File: config.mk
export PLATFORM = sky130hd
export DESIGN_NAME = conv_top
export DESIGN_NICKNAME = d
export VERILOG_FILES = /design/src/conv_pkg.sv /design/src/conv_accum.sv /design/src/conv_line_buffer.sv /design/src/conv_pe_row.sv /design/src/conv_top.sv /design/src/conv_weight_regs.sv
export SDC_FILE = /design/constraint.sdc
export NUM_CORES = 2
export LEC_CHECK = 0
export BUFFER_PORTS_ARGS = -buffer_cell sky130_fd_sc_hd__buf_4
export CAP_MARGIN = 40
export CORE_MARGIN = 8
export CORE_UTILIZATION = 40
export DETAILED_ROUTE_END_ITERATION = 6
export GPL_ROUTABILITY_DRIVEN = 0
export PLACE_DENSITY_LB_ADDON = 0.2
export SLEW_MARGIN = 15
export SYNTH_ARGS = -nofsm -noshare
export SYNTH_HDL_FRONTEND = slang
export SYNTH_SLANG_ARGS = --single-unit
File: constraint.sdc
create_clock -name clk -period 7.8 [get_ports clk]
set_clock_uncertainty 0.2 [all_clocks]
set_input_delay 1.56 -clock clk [delete_from_list [all_inputs] [get_ports clk]]
set_output_delay 1.56 -clock clk [all_outputs]
set_load 0.05 [all_outputs]
File: src/conv_pkg.sv
`default_nettype none

package conv_pkg;

    // feature-map geometry
    localparam int ROW_LEN    = 16;
    localparam int KERNEL_DIM = 3;

    // datapath widths
    localparam int PIXEL_W  = 8;
    localparam int WEIGHT_W = 8;
    localparam int PSUM_W   = 18;
    localparam int OFMAP_W  = 20;

    typedef logic signed [PIXEL_W-1:0]  pixel_t;
    typedef logic signed [WEIGHT_W-1:0] weight_t;

    // index 0 is the leftmost, oldest column
    typedef pixel_t  [KERNEL_DIM-1:0] pixel_row_t;
    typedef weight_t [KERNEL_DIM-1:0] weight_row_t;

    typedef logic signed [PSUM_W-1:0]  psum_t;
    typedef logic signed [OFMAP_W-1:0] ofmap_t;

endpackage

`default_nettype wire

File: src/conv_accum.sv
`default_nettype none
`timescale 1ns/1ps

module conv_accum (
    input  logic              clk,
    input  logic              rst_n,
    input  logic              win_valid,
    input  conv_pkg::psum_t   row_sum0,
    input  conv_pkg::psum_t   row_sum1,
    input  conv_pkg::psum_t   row_sum2,
    output logic              ofmap_valid,
    output conv_pkg::ofmap_t  ofmap_out
);

    // win_valid delayed to line up with the PE row registers
    logic            sum_valid;
    conv_pkg::ofmap_t total;

    assign total = conv_pkg::ofmap_t'(row_sum0)
                 + conv_pkg::ofmap_t'(row_sum1)
                 + conv_pkg::ofmap_t'(row_sum2);

    always_ff @(posedge clk or negedge rst_n) begin
        if (!rst_n) begin
            sum_valid   <= 1'b0;
            ofmap_valid <= 1'b0;
        end else begin
            sum_valid   <= win_valid;
            ofmap_valid <= sum_valid;
        end
    end

    // output holds between windows
    always_ff @(posedge clk or negedge rst_n) begin
        if (!rst_n) begin
            ofmap_out <= '0;
        end else if (sum_valid) begin
            ofmap_out <= total;
        end
    end

endmodule

`default_nettype wire

File: src/conv_line_buffer.sv
`default_nettype none
`timescale 1ns/1ps

module conv_line_buffer (
    input  logic                  clk,
    input  logic                  rst_n,
    input  logic                  pixel_valid,
    input  logic                  frame_start,
    input  conv_pkg::pixel_t      pixel_in,
    output conv_pkg::pixel_row_t  win_row0,
    output conv_pkg::pixel_row_t  win_row1,
    output conv_pkg::pixel_row_t  win_row2,
    output logic                  win_valid
);

    // one spare bit so an overrun of the column count is visible
    typedef logic [$clog2(conv_pkg::ROW_LEN+1)-1:0] col_t;

    // chain[0] is the newest pixel, two full rows plus three behind it
    conv_pkg::pixel_t [2*conv_pkg::ROW_LEN+2:0] chain;

    col_t       col_cnt;
    logic [1:0] row_cnt;
    col_t       pos_col;
    logic [1:0] pos_row;

    // position of the pixel on pixel_in
    assign pos_col = frame_start ? '0 : col_cnt;
    assign pos_row = frame_start ? 2'd0 : row_cnt;

    always_ff @(posedge clk or negedge rst_n) begin
        if (!rst_n) begin
            chain <= '0;
        end else if (pixel_valid) begin
            chain <= {chain[2*conv_pkg::ROW_LEN+1:0], pixel_in};
        end
    end

    always_ff @(posedge clk or negedge rst_n) begin
        if (!rst_n) begin
            col_cnt   <= '0;
            row_cnt   <= 2'd0;
            win_valid <= 1'b0;
        end else begin
            // full window once at least 3 rows and 3 columns are in
            win_valid <= pixel_valid && (pos_row == 2'd2) && (pos_col >= col_t'(2));
            if (pixel_valid) begin
                if (pos_col == col_t'(conv_pkg::ROW_LEN - 1)) begin
                    col_cnt <= '0;
                    // row count only needs to tell rows 0, 1 and the rest apart
                    if (pos_row == 2'd2) begin
                        row_cnt <= pos_row;
                    end else begin
                        row_cnt <= pos_row + 2'd1;
                    end
                end else begin
                    col_cnt <= pos_col + col_t'(1);
                    row_cnt <= pos_row;
                end
            end
        end
    end

    // window taps, top row is two rows back in the chain
    assign win_row0 = {chain[2*conv_pkg::ROW_LEN],
                       chain[2*conv_pkg::ROW_LEN+1],
                       chain[2*conv_pkg::ROW_LEN+2]};
    assign win_row1 = {chain[conv_pkg::ROW_LEN],
                       chain[conv_pkg::ROW_LEN+1],
                       chain[conv_pkg::ROW_LEN+2]};
    assign win_row2 = {chain[0], chain[1], chain[2]};

    a_col_in_range: assert property (
        @(posedge clk) disable iff (!rst_n)
        col_cnt < col_t'(conv_pkg::ROW_LEN)
    ) else $error("column counter reached ROW_LEN");

endmodule

`default_nettype wire

File: src/conv_pe_row.sv
`default_nettype none
`timescale 1ns/1ps

module conv_pe_row (
    input  logic                   clk,
    input  logic                   rst_n,
    input  conv_pkg::pixel_row_t   win_row,
    input  conv_pkg::weight_row_t  kernel_row,
    output conv_pkg::psum_t        row_sum
);

    logic signed [conv_pkg::PIXEL_W+conv_pkg::WEIGHT_W-1:0] prod [conv_pkg::KERNEL_DIM];
    conv_pkg::psum_t dot;

    // one signed multiplier per kernel column
    always_comb begin
        for (int k = 0; k < conv_pkg::KERNEL_DIM; k++) begin
            prod[k] = $signed(win_row[k]) * $signed(kernel_row[k]);
        end
    end

    assign dot = conv_pkg::psum_t'(prod[0])
               + conv_pkg::psum_t'(prod[1])
               + conv_pkg::psum_t'(prod[2]);

    // free running, alignment is tracked downstream
    always_ff @(posedge clk or negedge rst_n) begin
        if (!rst_n) begin
            row_sum <= '0;
        end else begin
            row_sum <= dot;
        end
    end

endmodule

`default_nettype wire

File: src/conv_top.sv
`default_nettype none
`timescale 1ns/1ps

module conv_top (
    input  logic              clk,
    input  logic              rst_n,
    input  logic              pixel_valid,
    input  logic              frame_start,
    input  logic              weight_en,
    input  conv_pkg::pixel_t  pixel_in,
    input  conv_pkg::weight_t weight_in0,
    input  conv_pkg::weight_t weight_in1,
    input  conv_pkg::weight_t weight_in2,
    input  conv_pkg::weight_t weight_in3,
    input  conv_pkg::weight_t weight_in4,
    input  conv_pkg::weight_t weight_in5,
    input  conv_pkg::weight_t weight_in6,
    input  conv_pkg::weight_t weight_in7,
    input  conv_pkg::weight_t weight_in8,
    output logic              ofmap_valid,
    output conv_pkg::ofmap_t  ofmap_out
);

    conv_pkg::pixel_row_t  win_row0;
    conv_pkg::pixel_row_t  win_row1;
    conv_pkg::pixel_row_t  win_row2;
    logic                  win_valid;

    conv_pkg::weight_row_t kernel_row0;
    conv_pkg::weight_row_t kernel_row1;
    conv_pkg::weight_row_t kernel_row2;

    conv_pkg::psum_t       row_sum0;
    conv_pkg::psum_t       row_sum1;
    conv_pkg::psum_t       row_sum2;

    conv_line_buffer i_line_buffer (
        .clk         (clk),
        .rst_n       (rst_n),
        .pixel_valid (pixel_valid),
        .frame_start (frame_start),
        .pixel_in    (pixel_in),
        .win_row0    (win_row0),
        .win_row1    (win_row1),
        .win_row2    (win_row2),
        .win_valid   (win_valid)
    );

    conv_weight_regs i_weight_regs (
        .clk         (clk),
        .rst_n       (rst_n),
        .weight_en   (weight_en),
        .weight_in0  (weight_in0),
        .weight_in1  (weight_in1),
        .weight_in2  (weight_in2),
        .weight_in3  (weight_in3),
        .weight_in4  (weight_in4),
        .weight_in5  (weight_in5),
        .weight_in6  (weight_in6),
        .weight_in7  (weight_in7),
        .weight_in8  (weight_in8),
        .pixel_valid (pixel_valid),
        .kernel_row0 (kernel_row0),
        .kernel_row1 (kernel_row1),
        .kernel_row2 (kernel_row2)
    );

    // one PE row per kernel row, top row first
    conv_pe_row i_pe_row0 (
        .clk        (clk),
        .rst_n      (rst_n),
        .win_row    (win_row0),
        .kernel_row (kernel_row0),
        .row_sum    (row_sum0)
    );

    conv_pe_row i_pe_row1 (
        .clk        (clk),
        .rst_n      (rst_n),
        .win_row    (win_row1),
        .kernel_row (kernel_row1),
        .row_sum    (row_sum1)
    );

    conv_pe_row i_pe_row2 (
        .clk        (clk),
        .rst_n      (rst_n),
        .win_row    (win_row2),
        .kernel_row (kernel_row2),
        .row_sum    (row_sum2)
    );

    conv_accum i_accum (
        .clk         (clk),
        .rst_n       (rst_n),
        .win_valid   (win_valid),
        .row_sum0    (row_sum0),
        .row_sum1    (row_sum1),
        .row_sum2    (row_sum2),
        .ofmap_valid (ofmap_valid),
        .ofmap_out   (ofmap_out)
    );

endmodule

`default_nettype wire

File: src/conv_weight_regs.sv
`default_nettype none
`timescale 1ns/1ps

module conv_weight_regs (
    input  logic                   clk,
    input  logic                   rst_n,
    input  logic                   weight_en,
    input  conv_pkg::weight_t      weight_in0,
    input  conv_pkg::weight_t      weight_in1,
    input  conv_pkg::weight_t      weight_in2,
    input  conv_pkg::weight_t      weight_in3,
    input  conv_pkg::weight_t      weight_in4,
    input  conv_pkg::weight_t      weight_in5,
    input  conv_pkg::weight_t      weight_in6,
    input  conv_pkg::weight_t      weight_in7,
    input  conv_pkg::weight_t      weight_in8,
    input  logic                   pixel_valid,
    output conv_pkg::weight_row_t  kernel_row0,
    output conv_pkg::weight_row_t  kernel_row1,
    output conv_pkg::weight_row_t  kernel_row2
);

    // raster kernel order, leftmost weight at index 0
    always_ff @(posedge clk or negedge rst_n) begin
        if (!rst_n) begin
            kernel_row0 <= '0;
            kernel_row1 <= '0;
            kernel_row2 <= '0;
        end else if (weight_en) begin
            kernel_row0 <= {weight_in2, weight_in1, weight_in0};
            kernel_row1 <= {weight_in5, weight_in4, weight_in3};
            kernel_row2 <= {weight_in8, weight_in7, weight_in6};
        end
    end

    // a load in a push cycle would split a window between two kernels
    a_no_load_during_push: assert property (
        @(posedge clk) disable iff (!rst_n)
        !(weight_en && pixel_valid)
    ) else $error("weight_en and pixel_valid high in the same cycle");

endmodule

`default_nettype wire

# Word level (Yosys, flattened, before mapping)

Index checks and enable logic that the tools add are counted.

Mux-type cells: 5
Equality and inequality tests: 2
Shift-type cells: 0
Add/subtract/negate cells: 10
Bitwise gates (word level): 0
Magnitude comparators: 1
Multiply operators: 9
Reduce and logical (&&, ||, !) cells: 2
Div/mod/pow operators: 0

Operators by type and width:

| cell                | count |
|---|---|
| $mul 8x8->16        | 9 |
| $add 17x16->18      | 3 |
| $add 16x16->17      | 3 |
| $add 19x18->20      | 1 |
| $add 18x18->19      | 1 |
| $mux 5              | 2 |
| $mux 2              | 3 |
| $add 5x1->5 const B | 1 |
| $eq 5x4->1 const B  | 1 |
| $ge 5x2->1 const B  | 1 |
| $add 2x1->2 const B | 1 |
| $eq 2x2->1 const B  | 1 |
| $logic_and 1x1->1   | 2 |

Bits in read-only memories: 0
Memory bits (writable): 0
Bits in latches: 0
Logic and storage cells: 82
Input port bits: 85
Output and inout bits: 21
Memories kept: 0
Register bits: 436

# Logic depth before layout (Yosys ltp)

Depth in word-level cells: 4
Mapped depth: 23

# Modules after synthesis

A second synthesis with hierarchy kept.

Cell total of the unflattened synthesis: 3665
Area total of the unflattened synthesis: 42431.9 um2

By module, submodules not included:

| module                  | sequential area each (um2) | instances | cells an instance | area each (um2) |
|---|---|---|---|---|
| conv_line_buffer        | 7206.9                     | 1         | 709               | 11542.3 |
| conv_pe_row (i_pe_row2) | 450.4                      | 1         | 868               | 8638.3 |
| conv_pe_row (i_pe_row0) | 450.4                      | 1         | 875               | 8604.5 |
| conv_pe_row (i_pe_row1) | 450.4                      | 1         | 864               | 8579.5 |
| conv_weight_regs        | 1801.7                     | 1         | 152               | 3026.7 |
| conv_accum              | 550.5                      | 1         | 197               | 2040.7 |

# Worst setup path after synthesis

OpenSTA, ideal clock, no wires.

Path kind: reg2reg
From: register i_line_buffer.chain (netlist bit i_line_buffer.win_row2[5])
To: register i_pe_row2.row_sum[17]
Path slack: 1.570 ns
Period minus slack after synthesis: 6.230 ns
Stages on the path, launching flop included: 21
Arrival time: 5.930 ns
Data required time: 7.501 ns
Cell sequence: dfrtp_1 clkbuf_1 and2_1 fa_1 fa_1 inv_1 fa_1 fa_1 inv_1 fa_1 inv_1 fa_1 inv_1 fa_1 ha_1 nor2b_1 o31a_1 o41ai_1 a21oi_1 nand2b_1 a311oi_1

Longest elaborated chain between the ends: 3

RTL lines:

| what                   | line                   | source |
|---|---|---|
| start, declared        | conv_line_buffer.sv:20 | `conv_pkg::pixel_t [2*conv_pkg::ROW_LEN+2:0] chain;` |
| start signal, assigned | conv_line_buffer.sv:35 | `chain <= {chain[2*conv_pkg::ROW_LEN+1:0], pixel_in};` |
| $mul 8x8->16           | conv_pe_row.sv:18      | `prod[k] = $signed(win_row[k]) * $signed(kernel_row[k]);` |
| $add 16x16->17         | conv_pe_row.sv:23      | `+ conv_pkg::psum_t'(prod[1])` |
| $add 17x16->18         | conv_pe_row.sv:24      | `+ conv_pkg::psum_t'(prod[2]);` |
| net i_pe_row2.dot[17]  | conv_pe_row.sv:13      | `conv_pkg::psum_t dot;` |
| end signal, assigned   | conv_pe_row.sv:31      | `row_sum <= dot;` |
| end, declared          | conv_pe_row.sv:9       | `output conv_pkg::psum_t row_sum` |

The timed path passes the listed nets, and every way through them passes these cells.
A chain may end at the register's enable or synchronous reset.

# Worst setup path in the final report

From: register i_line_buffer.chain (netlist bit i_line_buffer.win_row0[15])
To: register i_pe_row0.row_sum[17]

Longest elaborated chain between the ends: 3

RTL lines:

| what                  | line |
|---|---|
| $mul 8x8->16          | conv_pe_row.sv:18 |
| $add 16x16->17        | conv_pe_row.sv:23 |
| $add 17x16->18        | conv_pe_row.sv:24 |
| net i_pe_row0.dot[17] | conv_pe_row.sv:13 |
| end signal, assigned  | conv_pe_row.sv:31 |
| end, declared         | conv_pe_row.sv:9 |

The timed path passes the listed nets, and every way through them passes these cells.

==> results.md <==
- Die area: 115,000 um2
- Clock latency at the later pin of the worst-skew pair: 0.65 ns
- Diode count: 0
- Synth warn: 0
- Hold_buf cts: 0
- CP startpoint kind: flop
- Average cell area after synthesis: 11.2 um2
- Drt first-iter violations: 1,166
- Synth top area cells: fa_1, dfrtp_1, mux2_2, inv_1, ha_1
- HPWL Detailed: 72.8 mm
- Post-Syn Area: 41,600 um2
- Min-delay src: i_accum.ofmap_out[2]
- Final setup violating endpoints: 0
- GRT Total Usage: 16.7%
- Mapped Cells: 3,707
- Vias in the first global route: 27,600
- Final wirelength: 91.0 mm
- FFs w/ async S/R, synth: 100%
- R2R Path End: i_pe_row0.row_sum[17]
- Post-synth top area cell: fa_1
- Distinct cells, synth: 60
- Final Critical Period: 6.82 ns
- Critical path launch point: i_line_buffer.win_row0[15]
- Crit path to: i_pe_row0.row_sum[17]
- Largest net degree at the start of global routing: 161
- Number of buffers created by CTS: 53
- Commonest non-fill, non-tap cell in the layout: inv_1
- Critical path data required time: 8.18 ns
- R2r startpoint: i_line_buffer.win_row0[15]
- Row count: 118
- CTS tree: built
- Vias per cell: 4.76
- Grt ovf: 0
- Nets: 4,800
- CORE AREA: 103,000 um2
- Commonest non-fill, non-tap cells in the layout: inv_1, fa_1, dfrtp_1
- Routed WL per cell: 17.6 um
- Dominant synthesized flop cell: dfrtp_1
- Root Driver: clkbuf_16
- Hold Path Class: reg2reg
- Fin crit share: 87.5%
- Final Hold Fails: 0
- Initial Util: 40.3%
- RSZ-0062 raised after global routing: false
- Die outline width: 339 um
- Worst Setup End Kind: flop
- Fmax achieved: 147 MHz
- Top-Level Pins: 106
- Clk sink count: 436
- Initial antenna violation count: 2
- Share of cells above drive strength 1: 15.0%
- Max Root-Sink Buffers: 3
- Post-CTS Setup Inserts: 0
- Synthesized Nets: 4,754
- DRC violations left: 0
- Sum of negative setup slack: 0 ns
- Flop2flop setup slack: 0.98 ns
- Post-synth EDFFs: 0
- Slew Limit Fails: 0
- Kind of critical path: reg2reg
- DRT Pass-1 Iters: 5
- Share of the synthesized area in the top cell type: 34.7%
- First-pass GRT wire length: 154 mm
- H-tree Lvls: 2
- Post-cts gate resize count: 0
- Port bufs: 105
- Status: completed
- Worst-case reg-to-reg path depth: 19
- Die height: 339 um
- Max Fanout on Critical Path: 10
- # Max-Cap Violations: 0
- Least-Margin Pin Slew: 1.05 ns
- Slew headroom: 29.7%
- Sequential share of the synthesized area: 26.2%
- Antenna-violating nets left: 0
- Area Overhead vs Synth: 9.72%
- Vias: 24,600
- CTS clk-pin slew, worst paths: 0.06 ns
- Flop and latch count out of synthesis: 436
- CP Data Arrival Time: 7.20 ns
==> critical path: stages (launching register included) <==
cell	delay [ns]
dfrtp_1	0.52
and2_1	0.52
inv_1	0.13
fa_1	0.47
fa_1	0.51
inv_1	0.05
fa_1	0.55
fa_1	0.45
fa_1	0.50
fa_1	0.50
inv_1	0.05
fa_1	0.47
inv_1	0.04
ha_1	0.32
o21a_1	0.12
o31a_1	0.14
o41ai_1	0.57
a21oi_1	0.22
o31a_1	0.34
nand4_1	0.08
==> cell usage after synthesis (6+ instances only) <==
master	n
o21a_1	19
a21o_1	9
nor2b_1	8
clkinv_1	8
a21oi_1	45
dfrtp_1	436
nand2_1	244
xnor3_1	6
nor3_1	20
or3_1	7
nand3_1	21
a211oi_1	11
inv_1	827
clkbuf_1	126
ha_1	241
nand2b_1	27
xnor2_1	45
mux2_2	350
fa_1	721
and2_1	297
and3_1	8
nor4_1	7
nor2_1	92
xor2_1	12
o21ai_0	40
==> worst min path at each step <==
| stage | end | slack [ns] | depth (start not counted) |
|---|---|---|---|
| after floorplan | i_accum.sum_valid | 0.13 | 0 |
| after global placement | i_accum.ofmap_out[2] | 0.27 | 2 |
| after detailed placement | i_accum.ofmap_out[2] | 0.28 | 2 |
| after CTS | i_line_buffer.chain[225] | 0.29 | 1 |
| after global routing | i_line_buffer.chain[247] | 0.31 | 1 |
| final | i_accum.ofmap_out[2] | 0.29 | 2 |
==> metal layers <==
layer	up-vias	part of all wire, %	GRT usage (%)
li1	11400	-	-
met5	-	0	0
met4	0	1.9	3.76
met1	12800	46	23.3
met3	86	3.5	2.25
met2	348	48	27.8
==> cell families (layout without fill, tap and decap cells) <==
group / count (synthesis) / count (layout) / synth area share [%]
adder cells (fa/ha/maj): 962 / 962 / 41.9
multiplexers: 351 / 351 / 9.50
XOR/XNOR: 63 / 63 / 1.52
buffers and inverters: 965 / 1054 / 8.70
AND/OR/NAND/NOR: 750 / 750 / 9.20
AO/OA/AOI/OAI: 180 / 180 / 2.92
flip-flops: 436 / 436 / 26.2
==> layout make-up <==
type / instances / area (um2)
clock inverters: 23 / 259
repair buffers: 121 / 977
well taps: 1380 / 1730
fillers: 9839 / 57700
inverters: 835 / 3130
flip-flops and latches: 436 / 10900
multi-input cells: 2306 / 27100
clock buffers: 75 / 1570
==> state kept, by name (all words and copies together) (netlist names) <==
name,flops
i_line_buffer.chain,208
i_line_buffer.win_row0,24
i_line_buffer.win_row1,24
i_line_buffer.win_row2,24
i_weight_regs.kernel_row0,24
i_weight_regs.kernel_row1,24
i_weight_regs.kernel_row2,24
i_accum.ofmap_out,20
i_pe_row0.row_sum,18
i_pe_row1.row_sum,18
i_pe_row2.row_sum,18
i_line_buffer.col_cnt,5
i_line_buffer.row_cnt,2
i_accum.ofmap_valid,1
i_accum.sum_valid,1
i_line_buffer.win_valid,1
==> metrics by stage <==
step | hold WS [ns] | cells | cell area, um2 | worst slack [ns] | util (%)
6_report | 0.285 | 5176 | 45700 | 0.977 | 44.2
5_1_grt | 0.311 | 5176 | 45700 | 0.638 | 44.2
4_1_cts | 0.291 | 5175 | 45600 | 0.950 | 44.1
3_5_place_dp | 0.279 | 5077 | 43800 | 0.985 | 42.4
3_3_place_gp | 0.270 | 5076 | 43800 | 1.10 | 42.4
2_1_floorplan | 0.131 | 3707 | 41600 | 1.57 | -
Power is not shown: default switching activity piles up to over one toggle a cycle in this logic, so the estimate is an artifact.
